[src/hdl/clk_rst_pkg.sv]
// ====================================================================
// Clock and reset control package
// Register map, identification words and group enables
// Vector typedefs and configuration bus structs
// ====================================================================
`default_nettype none

package clk_rst_pkg;

   // Widths
   localparam int CSR_ADDR_W = 8;
   localparam int CSR_DATA_W = 32;
   localparam int NUM_RST    = 10;    // Main, A x3, B x2, C x2, HBM x2
   localparam int NUM_MMCM   = 4;     // A, B, C, HBM

   typedef logic [CSR_ADDR_W-1:0] csr_addr_t;
   typedef logic [CSR_DATA_W-1:0] csr_data_t;
   typedef logic [NUM_RST-1:0]    rst_vec_t;
   typedef logic [NUM_MMCM-1:0]   lock_vec_t;
   typedef logic [1:0]            axi_resp_t;

   localparam axi_resp_t RESP_OKAY   = 2'b00;
   localparam axi_resp_t RESP_SLVERR = 2'b10;

   // ==================================================================
   // Register map
   // ==================================================================
   localparam csr_addr_t REG_ID           = 8'h00;
   localparam csr_addr_t REG_VER          = 8'h04;
   localparam csr_addr_t REG_BUILD        = 8'h08;
   localparam csr_addr_t REG_CLKS_AVAIL   = 8'h0C;
   localparam csr_addr_t REG_G_RST        = 8'h10;
   localparam csr_addr_t REG_SYS_RST      = 8'h14;
   localparam csr_addr_t REG_DIS_RST_MAIN = 8'h18;
   localparam csr_addr_t REG_LOCK         = 8'h20;
   localparam csr_addr_t REG_LOCK_ERR     = 8'h24;

   localparam csr_data_t ID_VALUE      = 32'h5a3c_0001;
   localparam csr_data_t VER_VALUE     = 32'h0102_0000;  // Arch, major, minor, patch
   localparam csr_data_t BUILD_VALUE   = 32'h2024_0611;
   localparam csr_data_t BAD_ADDR_DATA = 32'hdead_c0de;
   localparam csr_data_t SYS_RST_INIT  = 32'hffff_fffe;  // All but main held

   // Clock group enables
   localparam logic GRP_A_EN = 1'b1;
   localparam logic GRP_B_EN = 1'b1;
   localparam logic GRP_C_EN = 1'b1;
   localparam logic HBM_EN   = 1'b1;

   // Lock bit positions in REG_LOCK and REG_LOCK_ERR
   localparam int LOCK_POS_A   = 0;
   localparam int LOCK_POS_B   = 4;
   localparam int LOCK_POS_C   = 6;
   localparam int LOCK_POS_HBM = 8;

   // ==================================================================
   // Bus structs
   // ==================================================================
   typedef struct packed {
      logic      valid;
      logic      write;
      csr_addr_t addr;
      csr_data_t wdata;
   } cfg_req_t;

   typedef struct packed {
      logic      ack;
      csr_data_t rdata;
      logic      err;
   } cfg_rsp_t;

   typedef struct packed {
      lock_vec_t locked;
      lock_vec_t lost;         // One-cycle pulse per MMCM
   } lock_stat_t;

   typedef struct packed {
      logic     glbl_rst;
      rst_vec_t sys_rst;
      logic     dis_rst_main;
   } rst_ctl_t;

endpackage

`default_nettype wire

[src/hdl/axil_cfg_bridge.sv]
// ====================================================================
// AXI-Lite slave to configuration bus bridge
// One transaction at a time with writes ahead of reads
// ====================================================================
`timescale 1ns/1ps
`default_nettype none

module axil_cfg_bridge (
   input  logic                   i_clk,
   input  logic                   i_rst_n,
   // Write channels
   input  logic [31:0]            i_awaddr,
   input  logic                   i_awvalid,
   output logic                   o_awready,
   input  clk_rst_pkg::csr_data_t i_wdata,
   input  logic                   i_wvalid,
   output logic                   o_wready,
   output clk_rst_pkg::axi_resp_t o_bresp,
   output logic                   o_bvalid,
   input  logic                   i_bready,
   // Read channels
   input  logic [31:0]            i_araddr,
   input  logic                   i_arvalid,
   output logic                   o_arready,
   output clk_rst_pkg::csr_data_t o_rdata,
   output clk_rst_pkg::axi_resp_t o_rresp,
   output logic                   o_rvalid,
   input  logic                   i_rready,
   // Config bus
   output clk_rst_pkg::cfg_req_t  o_cfg_req,
   input  clk_rst_pkg::cfg_rsp_t  i_cfg_rsp
);
   import clk_rst_pkg::*;

   typedef enum logic [1:0] {
      IDLE,
      REQ,
      WR_RESP,
      RD_RESP
   } state_t;

   state_t    state_q;
   logic      wr_go;           // AW and W accepted together
   logic      rd_go;
   logic      req_valid_q;
   logic      req_write_q;
   csr_addr_t req_addr_q;
   csr_data_t req_wdata_q;
   csr_data_t rdata_q;
   logic      err_q;
   axi_resp_t resp;

   // ==================================================================
   // Accept
   // ==================================================================
   assign wr_go = (state_q == IDLE) && i_awvalid && i_wvalid;
   assign rd_go = (state_q == IDLE) && i_arvalid && !(i_awvalid && i_wvalid); // Write first

   assign o_awready = wr_go;
   assign o_wready  = wr_go;
   assign o_arready = rd_go;

   always_ff @(posedge i_clk) begin
      if (!i_rst_n) begin
         state_q     <= IDLE;
         req_valid_q <= 1'b0;
      end else begin
         case (state_q)
            IDLE: begin
               if (wr_go || rd_go) begin
                  state_q     <= REQ;
                  req_valid_q <= 1'b1;       // Request from next cycle
               end
            end
            REQ: begin
               if (i_cfg_rsp.ack) begin      // Drop request on ack
                  req_valid_q <= 1'b0;
                  state_q     <= req_write_q ? WR_RESP : RD_RESP;
               end
            end
            WR_RESP: if (i_bready) state_q <= IDLE;
            RD_RESP: if (i_rready) state_q <= IDLE;
            default: state_q <= IDLE;
         endcase
      end
   end

   // Payload capture
   always_ff @(posedge i_clk) begin
      if (wr_go) begin
         req_write_q <= 1'b1;
         req_addr_q  <= i_awaddr[CSR_ADDR_W-1:0];   // Word address only
         req_wdata_q <= i_wdata;
      end else if (rd_go) begin
         req_write_q <= 1'b0;
         req_addr_q  <= i_araddr[CSR_ADDR_W-1:0];
      end
      if ((state_q == REQ) && i_cfg_rsp.ack) begin
         rdata_q <= i_cfg_rsp.rdata;
         err_q   <= i_cfg_rsp.err;
      end
   end

   assign o_cfg_req = '{valid: req_valid_q, write: req_write_q,
                        addr: req_addr_q, wdata: req_wdata_q};

   // ==================================================================
   // Response
   // ==================================================================
   assign resp     = err_q ? RESP_SLVERR : RESP_OKAY;
   assign o_bvalid = (state_q == WR_RESP);       // Held until bready
   assign o_bresp  = resp;
   assign o_rvalid = (state_q == RD_RESP);       // Held until rready
   assign o_rresp  = resp;
   assign o_rdata  = rdata_q;

endmodule

`default_nettype wire

[src/hdl/clk_csr.sv]
// ====================================================================
// Clock and reset register file
// Request edge detect, address decode, read mux
// Control registers, sticky lock loss and reset control output
// ====================================================================
`timescale 1ns/1ps
`default_nettype none

module clk_csr (
   input  logic                    i_clk,
   input  logic                    i_rst_n,
   input  clk_rst_pkg::cfg_req_t   i_cfg_req,
   output clk_rst_pkg::cfg_rsp_t   o_cfg_rsp,
   input  clk_rst_pkg::lock_stat_t i_lock_stat,
   output clk_rst_pkg::rst_ctl_t   o_rst_ctl
);
   import clk_rst_pkg::*;

   // Request stage
   logic      valid_q;
   logic      pulse_q;          // First cycle of a request
   logic      write_q;
   csr_addr_t addr_q;
   csr_data_t wdata_q;
   logic      ack_q;
   csr_data_t rdata_q;
   logic      err_q;

   // Register state kept through i_rst_n
   csr_data_t g_rst_q        = '0;
   csr_data_t sys_rst_q      = SYS_RST_INIT;
   logic      dis_rst_main_q = 1'b0;
   csr_data_t lock_err_q     = '0;
   rst_ctl_t  rst_ctl_q      = '{glbl_rst: 1'b0,
                                 sys_rst: SYS_RST_INIT[NUM_RST-1:0],
                                 dis_rst_main: 1'b0};

   csr_data_t clks_avail;
   csr_data_t lock_word;
   csr_data_t lost_word;
   csr_data_t rd_word;
   csr_data_t w1c_mask;
   logic      bad_addr;
   logic      wr_en;

   // ==================================================================
   // Request edge and ack
   // ==================================================================
   always_ff @(posedge i_clk) begin
      if (!i_rst_n) begin
         valid_q <= 1'b0;
         pulse_q <= 1'b0;
         ack_q   <= 1'b0;
      end else begin
         valid_q <= i_cfg_req.valid;
         pulse_q <= i_cfg_req.valid & ~valid_q;  // Rising edge
         ack_q   <= pulse_q;                      // Second cycle
      end
   end

   always_ff @(posedge i_clk) begin
      write_q <= i_cfg_req.write;
      addr_q  <= i_cfg_req.addr;
      wdata_q <= i_cfg_req.wdata;
   end

   // ==================================================================
   // Status words
   // ==================================================================
   assign clks_avail = {{(CSR_DATA_W-NUM_RST){1'b0}},
                        HBM_EN, HBM_EN,                // HBM ref, axi
                        GRP_C_EN, GRP_C_EN,
                        GRP_B_EN, GRP_B_EN,
                        GRP_A_EN, GRP_A_EN, GRP_A_EN,
                        1'b1};                         // Main always there

   always_comb begin
      lock_word               = '0;
      lock_word[LOCK_POS_A]   = i_lock_stat.locked[0];
      lock_word[LOCK_POS_B]   = i_lock_stat.locked[1];
      lock_word[LOCK_POS_C]   = i_lock_stat.locked[2];
      lock_word[LOCK_POS_HBM] = i_lock_stat.locked[3];
      lost_word               = '0;
      lost_word[LOCK_POS_A]   = i_lock_stat.lost[0];
      lost_word[LOCK_POS_B]   = i_lock_stat.lost[1];
      lost_word[LOCK_POS_C]   = i_lock_stat.lost[2];
      lost_word[LOCK_POS_HBM] = i_lock_stat.lost[3];
   end

   // ==================================================================
   // Read mux
   // ==================================================================
   always_comb begin
      bad_addr = 1'b0;
      case (addr_q)
         REG_ID:           rd_word = ID_VALUE;
         REG_VER:          rd_word = VER_VALUE;
         REG_BUILD:        rd_word = BUILD_VALUE;
         REG_CLKS_AVAIL:   rd_word = clks_avail;
         REG_G_RST:        rd_word = g_rst_q;
         REG_SYS_RST:      rd_word = sys_rst_q;
         REG_DIS_RST_MAIN: rd_word = {{(CSR_DATA_W-1){1'b0}}, dis_rst_main_q};
         REG_LOCK:         rd_word = lock_word;
         REG_LOCK_ERR:     rd_word = lock_err_q;
         default: begin
            rd_word  = BAD_ADDR_DATA;
            bad_addr = 1'b1;                     // Unmapped
         end
      endcase
   end

   always_ff @(posedge i_clk) begin
      if (pulse_q) begin
         rdata_q <= rd_word;
         err_q   <= bad_addr;
      end
   end

   assign o_cfg_rsp = '{ack: ack_q, rdata: rdata_q, err: err_q};

   // ==================================================================
   // Writes
   // ==================================================================
   assign wr_en    = pulse_q & write_q & ~bad_addr;
   assign w1c_mask = (wr_en && (addr_q == REG_LOCK_ERR)) ? wdata_q : '0;

   always_ff @(posedge i_clk) begin
      if (wr_en && (addr_q == REG_G_RST))        g_rst_q        <= wdata_q;
      if (wr_en && (addr_q == REG_SYS_RST))      sys_rst_q      <= wdata_q;
      if (wr_en && (addr_q == REG_DIS_RST_MAIN)) dis_rst_main_q <= wdata_q[0];
      lock_err_q <= (lock_err_q & ~w1c_mask) | lost_word;  // Set beats clear
   end

   // Reset control to rst_ctrl
   always_ff @(posedge i_clk) begin
      rst_ctl_q.glbl_rst     <= (g_rst_q == '1);
      rst_ctl_q.sys_rst      <= sys_rst_q[NUM_RST-1:0];
      rst_ctl_q.dis_rst_main <= dis_rst_main_q;
   end

   assign o_rst_ctl = rst_ctl_q;

endmodule

`default_nettype wire

[src/hdl/clk_ctrl_top.sv]
// ====================================================================
// Clock and reset control top level
// AXI-Lite bridge, register file, lock monitor, reset controller
// ====================================================================
`timescale 1ns/1ps
`default_nettype none

module clk_ctrl_top (
   input  logic                   i_clk,
   input  logic                   i_rst_n,
   input  logic [31:0]            i_awaddr,
   input  logic                   i_awvalid,
   output logic                   o_awready,
   input  clk_rst_pkg::csr_data_t i_wdata,
   input  logic                   i_wvalid,
   output logic                   o_wready,
   output clk_rst_pkg::axi_resp_t o_bresp,
   output logic                   o_bvalid,
   input  logic                   i_bready,
   input  logic [31:0]            i_araddr,
   input  logic                   i_arvalid,
   output logic                   o_arready,
   output clk_rst_pkg::csr_data_t o_rdata,
   output clk_rst_pkg::axi_resp_t o_rresp,
   output logic                   o_rvalid,
   input  logic                   i_rready,
   input  clk_rst_pkg::lock_vec_t i_mmcm_lock,
   output logic                   o_glbl_rst,
   output clk_rst_pkg::rst_vec_t  o_rst_n
);
   import clk_rst_pkg::*;

   cfg_req_t   cfg_req;
   cfg_rsp_t   cfg_rsp;
   lock_stat_t lock_stat;
   rst_ctl_t   rst_ctl;

   // Host side
   axil_cfg_bridge axil_cfg_bridge_inst (
      .i_clk     (i_clk),
      .i_rst_n   (i_rst_n),
      .i_awaddr  (i_awaddr),
      .i_awvalid (i_awvalid),
      .o_awready (o_awready),
      .i_wdata   (i_wdata),
      .i_wvalid  (i_wvalid),
      .o_wready  (o_wready),
      .o_bresp   (o_bresp),
      .o_bvalid  (o_bvalid),
      .i_bready  (i_bready),
      .i_araddr  (i_araddr),
      .i_arvalid (i_arvalid),
      .o_arready (o_arready),
      .o_rdata   (o_rdata),
      .o_rresp   (o_rresp),
      .o_rvalid  (o_rvalid),
      .i_rready  (i_rready),
      .o_cfg_req (cfg_req),
      .i_cfg_rsp (cfg_rsp)
   );

   clk_csr clk_csr_inst (
      .i_clk       (i_clk),
      .i_rst_n     (i_rst_n),
      .i_cfg_req   (cfg_req),
      .o_cfg_rsp   (cfg_rsp),
      .i_lock_stat (lock_stat),
      .o_rst_ctl   (rst_ctl)
   );

   lock_monitor lock_monitor_inst (
      .i_clk       (i_clk),
      .i_rst_n     (i_rst_n),
      .i_mmcm_lock (i_mmcm_lock),
      .o_lock_stat (lock_stat)
   );

   // Resets use synchronized lock only
   rst_ctrl rst_ctrl_inst (
      .i_clk      (i_clk),
      .i_rst_n    (i_rst_n),
      .i_rst_ctl  (rst_ctl),
      .i_locked   (lock_stat.locked),
      .o_glbl_rst (o_glbl_rst),
      .o_rst_n    (o_rst_n)
   );

endmodule

`default_nettype wire

[src/hdl/lock_monitor.sv]
// ====================================================================
// MMCM lock synchronizer and lock loss detector
// ====================================================================
`timescale 1ns/1ps
`default_nettype none

module lock_monitor (
   input  logic                    i_clk,
   input  logic                    i_rst_n,
   input  clk_rst_pkg::lock_vec_t  i_mmcm_lock,
   output clk_rst_pkg::lock_stat_t o_lock_stat
);
   import clk_rst_pkg::*;

   lock_vec_t sync1_q;
   lock_vec_t sync2_q;          // Synchronized lock
   lock_vec_t locked_d_q;       // One cycle older copy
   lock_vec_t lost_q;

   always_ff @(posedge i_clk) begin
      if (!i_rst_n) begin
         sync1_q    <= '0;        // Lock reads 0 in reset
         sync2_q    <= '0;
         locked_d_q <= '0;
         lost_q     <= '0;
      end else begin
         sync1_q    <= i_mmcm_lock;
         sync2_q    <= sync1_q;
         locked_d_q <= sync2_q;
         lost_q     <= locked_d_q & ~sync2_q;  // 1 to 0 edge
      end
   end

   assign o_lock_stat = '{locked: sync2_q, lost: lost_q};

endmodule

`default_nettype wire

[src/hdl/rst_ctrl.sv]
// ====================================================================
// Domain reset generation
// Ten registered active-low resets plus global reset
// ====================================================================
`timescale 1ns/1ps
`default_nettype none

module rst_ctrl (
   input  logic                   i_clk,
   input  logic                   i_rst_n,
   input  clk_rst_pkg::rst_ctl_t  i_rst_ctl,
   input  clk_rst_pkg::lock_vec_t i_locked,
   output logic                   o_glbl_rst = 1'b0,
   output clk_rst_pkg::rst_vec_t  o_rst_n = '0
);
   import clk_rst_pkg::*;

   rst_vec_t grp_ok;            // Group enabled and locked
   logic     run;

   // ==================================================================
   // Reset rule per domain
   //   glbl_rst  sys_rst[k]  dis_rst_main  i_rst_n  lock   out
   //      1          x            x           x       x     0
   //      0          1            x           x       x     0
   //      0          0            0           0       x     0
   //      0          0            x           x       0     0 (k >= 1)
   //      0          0            1           x       1     1
   //      0          0            0           1       1     1
   // ==================================================================
   assign grp_ok = {{2{i_locked[3] & HBM_EN}},    // HBM
                    {2{i_locked[2] & GRP_C_EN}},
                    {2{i_locked[1] & GRP_B_EN}},
                    {3{i_locked[0] & GRP_A_EN}},
                    1'b1};                        // Main has no lock gate

   assign run = ~i_rst_ctl.glbl_rst & (i_rst_ctl.dis_rst_main | i_rst_n);

   always_ff @(posedge i_clk) begin
      o_glbl_rst <= i_rst_ctl.glbl_rst;
      o_rst_n    <= {NUM_RST{run}} & ~i_rst_ctl.sys_rst & grp_ok;
   end

endmodule

`default_nettype wire

[config.mk]
export PLATFORM = sky130hd
export DESIGN_NAME = clk_ctrl_top
export DESIGN_NICKNAME = d
export VERILOG_FILES = /design/src/hdl/clk_rst_pkg.sv /design/src/hdl/axil_cfg_bridge.sv /design/src/hdl/clk_csr.sv /design/src/hdl/clk_ctrl_top.sv /design/src/hdl/lock_monitor.sv /design/src/hdl/rst_ctrl.sv
export SDC_FILE = /design/constraint.sdc
export NUM_CORES = 1
export LEC_CHECK = 0
export BUFFER_PORTS_ARGS = -buffer_cell sky130_fd_sc_hd__buf_2
export CAP_MARGIN = 20
export CELL_PAD_IN_SITES_DETAIL_PLACEMENT = 0
export CELL_PAD_IN_SITES_GLOBAL_PLACEMENT = 1
export CORE_MARGIN = 5
export CORE_UTILIZATION = 46
export DETAILED_ROUTE_END_ITERATION = 7
export PLACE_DENSITY = 0.82
export SYNTH_ARGS = -nofsm -noshare
export SYNTH_HDL_FRONTEND = slang
export SYNTH_SLANG_ARGS = --single-unit
[constraint.sdc]
create_clock -name i_clk -period 4.82 [get_ports i_clk]
set_input_delay 0.723 -clock i_clk [delete_from_list [all_inputs] [get_ports i_clk]]
set_output_delay 0.723 -clock i_clk [all_outputs]
set_load 0.01 [all_outputs]
==> impl_metrics.py <==
metrics = {
    "sta": {
        "clock_skew_ps": 12.2,
        "hold_viol": 0,
        "timing.final.crit_period_ps": 3120,
        "finalSetupViolCount": 0,
        "fin_crit_sh_pct": 64.7,
        "setup_tns_ps": 0,
        "tightest_slew_ps": 961,
        "max_slew_margin_pct": 35.9,
        "drv_slew": 0,
        "fmax_ghz": 0.321,
        "rsz0062_at_grt": "false",
        "setup_slack_ps": 1700,
    },
    "setup_path": {
        "crit_arrival_ps": 3300,
        "cp-end-kind": "flip-flop",
        "r2r-start": "clk_csr_inst.addr_q[4]$_DFF_P_",
        "cp-start-kind": "flip-flop",
        "crit_path_start": "clk_csr_inst.addr_q[4]$_DFF_P_",
        "crit_required_ps": 5000,
        "path_class": "flip-flop to flip-flop",
        "cp_max_fo": 25,
    },
    "clocking": {
        "clkSlewWorstSetupHoldPaths_ps": 60,
        "cts.sinks": 290,
        "cts_inserted_buffers": 29,
        "h-tree-depth": 1,
        "clockRootBuffer": "clkbuf_16",
        "cts_tree": "yes",
        "post_cts_buffers": 0,
        "holdBufCountCts": 0,
        "cts_resized": 0,
        "clockBufferDepth": 3,
        "clk_latency_ps": 530,
    },
    "placement": {
        "dp_cells": 932,
        "hpwl_um": 11800,
        "port_buffers": 108,
        "place_congestion": 0.904,
        "place_ws_ps": 1680,
    },
    "detailed_routing": {
        "viasPerCell": 5.16,
        "drtIter0Drc": 391,
        "dr.pass1.iters": 5,
        "ant_nets": 0,
        "drt_wl_total_um": 17900,
        "drc": 0,
        "wl_per_cell_um": 18.2,
        "vias": 5094,
    },
    "logic_synthesis": {
        "netlist_area_mm2": 0.00928,
        "ys_seq_elements": 290,
        "synthTopCellsByArea": "edfxtp_1, dfxtp_1, a21boi_0",
        "syn_inst": 573,
        "yosysUniqueCellTypes": 44,
        "synth.largest_area_cell": "edfxtp_1",
        "avgSynthCellArea_um2": 16.2,
        "synth_top_area_share_pct": 55.4,
        "synth_mux_area_share_pct": 1.08,
        "seq_area_frac_synth_pct": 81.0,
        "synth-async-reset-ratio_pct": 0,
        "synth_top_flop_cell": "edfxtp_1",
        "yosys_warnings": 0,
        "synth-xor-area-share_pct": 0,
        "synth-compound-area-share_pct": 9.35,
        "synth_top_family_by_area": "compound AO/OA/AOI/OAI gates",
        "synthSimpleGateAreaFrac_pct": 6.65,
        "synth_enable_flop_cells": 171,
        "synth_fa_ha_area_share_pct": 0,
    },
    "finish": {
        "n_fill_cell": 1623,
        "instances_no_fill": 988,
        "final_layout_size_suffix_gt1_share_pct": 25.8,
        "area_delta_synth_final_pct": 20.2,
        "nets": 803,
        "antenna_cells": 0,
    },
    "die": {
        "fp.dieW_um": 152,
        "io_pins": 159,
        "rows": 52,
        "initial_core_util_pct": 46.3,
        "die_area_mm2": 0.0231,
        "die_h_um": 152,
        "core_area_mm2": 0.0200,
    },
    "global_route": {
        "grt_pass1_vias": 5281,
        "grt_usage_pct": 15.1,
        "overflow": 0,
        "antenna_found_initial": 0,
        "grt_max_degree": 36,
        "grt_first_pass_wirelength_um": 28600,
    },
    "power_and_ir_drop": {
        "ir_drop_mv": 0.287,
        "power.density_mw_per_mm2": 461,
        "p_leak_nw": 3.95,
    },
    "min_path": {
        "worstHoldPathType": "flip-flop to flip-flop",
        "hp-start": "axil_cfg_bridge_inst.req_wdata_q[17]$_DFFE_PP_",
    },
    "job": {
        "maxCapViolations": 0,
    },
    "status": {
        "outcome": "finished clean",
    },
}
==> cells in the mapped netlist, types with 2 or more instances <==
library cell	number
edfxtp_1	171
dfxtp_1	119
nand2_1	34
a21boi_0	29
a22oi_1	29
nor2_1	24
o21ai_0	19
a21oi_1	18
and2_1	16
clkbuf_1	12
buf_4	8
mux2_2	8
nand4_1	8
a21o_1	7
buf_2	7
nor2b_1	6
o211ai_1	6
nor3_1	5
nand3b_1	4
nor4b_1	4
or4_1	4
or4b_1	3
a2111oi_0	2
a211oi_1	2
a221o_1	2
a221oi_1	2
a31oi_1	2
a32oi_1	2
and3_1	2
buf_6	2
inv_1	2
nor4_1	2
==> final cells by class <==
cell class,instances,area (um2),area share (%)
flip-flops and latches,290,7520,67.4
multi-input cells,253,1630,14.6
repair buffers,120,653,5.86
clock inverters,11,151,1.36
well taps,270,338,3.03
clock buffers,42,856,7.68
inverters,2,7.51,0.0673
==> cells in the final DEF (no fill, tap or decap), types with 4 or more instances in the layout <==
cell,Yosys,routed
edfxtp_1,171,171
dfxtp_1,119,119
buf_2,7,108
nand2_1,34,34
clkbuf_16,0,30
a22oi_1,29,29
a21boi_0,29,29
nor2_1,24,22
o21ai_0,19,19
a21oi_1,18,18
and2_1,16,16
mux2_2,8,8
nand4_1,8,8
buf_4,8,8
a21o_1,7,7
o211ai_1,6,6
nor2b_1,6,6
clkbuf_8,0,6
clkbuf_1,12,6
or4_1,4,4
nand3b_1,4,4
==> report_power, final <==
group	internal (mW)	switching, mW
combinational	0.0550	0.0716
clock	1.40	0.887
sequential	2.68	0.0446
total	4.14	1.00
==> metal layers <==
| layer | part of all wire [%] | track usage (%) |
|---|---|---|
| met4 | 2.5 | 4.75 |
| met2 | 48 | 24.8 |
| met5 | 0 | 0 |
| met3 | 7.0 | 2.79 |
| met1 | 43 | 20.7 |
==> critical path, cell delays in order (launching register included) <==
cell	delay, ps
dfxtp_1	580
or4b_1	930
nor3_2	760
buf_4	470
==> stage by stage <==
step	hold slack [ps]	utilization (%)	power (mW)	instance area (um2)
floorplan	323	-	2.84	9280
global placement	330	50.3	2.90	10100
detailed placement	327	50.4	2.91	10100
CTS	342	55.4	5.17	11100
global route	344	55.6	5.31	11100
finish	339	55.6	5.14	11100
==> worst paths after layout <==
check | to | slack, ps | cells after the start
worst min register to register | clk_csr_inst.wdata_q[17]$_DFF_P_ | 340 | 0
worst min-delay path | clk_csr_inst.wdata_q[17]$_DFF_P_ | 340 | 0
worst max-delay path | clk_csr_inst.sys_rst_q[13]$_DFFE_PP_ | 1700 | 3
worst max register to register | clk_csr_inst.sys_rst_q[13]$_DFFE_PP_ | 1700 | 3
==> registers in the layout, summed over array words and instances (netlist names), 2 cells and up <==
register	count
axil_cfg_bridge_inst.o_rdata	32
axil_cfg_bridge_inst.req_wdata_q	32
clk_csr_inst.g_rst_q	32
clk_csr_inst.lock_err_q	32
clk_csr_inst.rdata_q	32
clk_csr_inst.sys_rst_q	32
clk_csr_inst.wdata_q	32
clk_csr_inst.o_rst_ctl	12
rst_ctrl_inst.o_rst_n	10
axil_cfg_bridge_inst.req_addr_q	8
clk_csr_inst.addr_q	8
lock_monitor_inst.locked_d_q	4
lock_monitor_inst.lost_q	4
lock_monitor_inst.sync1_q	4
lock_monitor_inst.sync2_q	4
axil_cfg_bridge_inst.state_q	2
==> cells by family after synthesis <==
| kind of cell | Yosys count |
|---|---|
| other | 1 |
| buffers and inverters | 31 |
| AO/OA/AOI/OAI | 126 |
| AND/OR/NAND/NOR | 116 |
| flip-flops | 290 |
| multiplexers | 9 |
No activity file was read; power rests on OpenSTA's default activity.
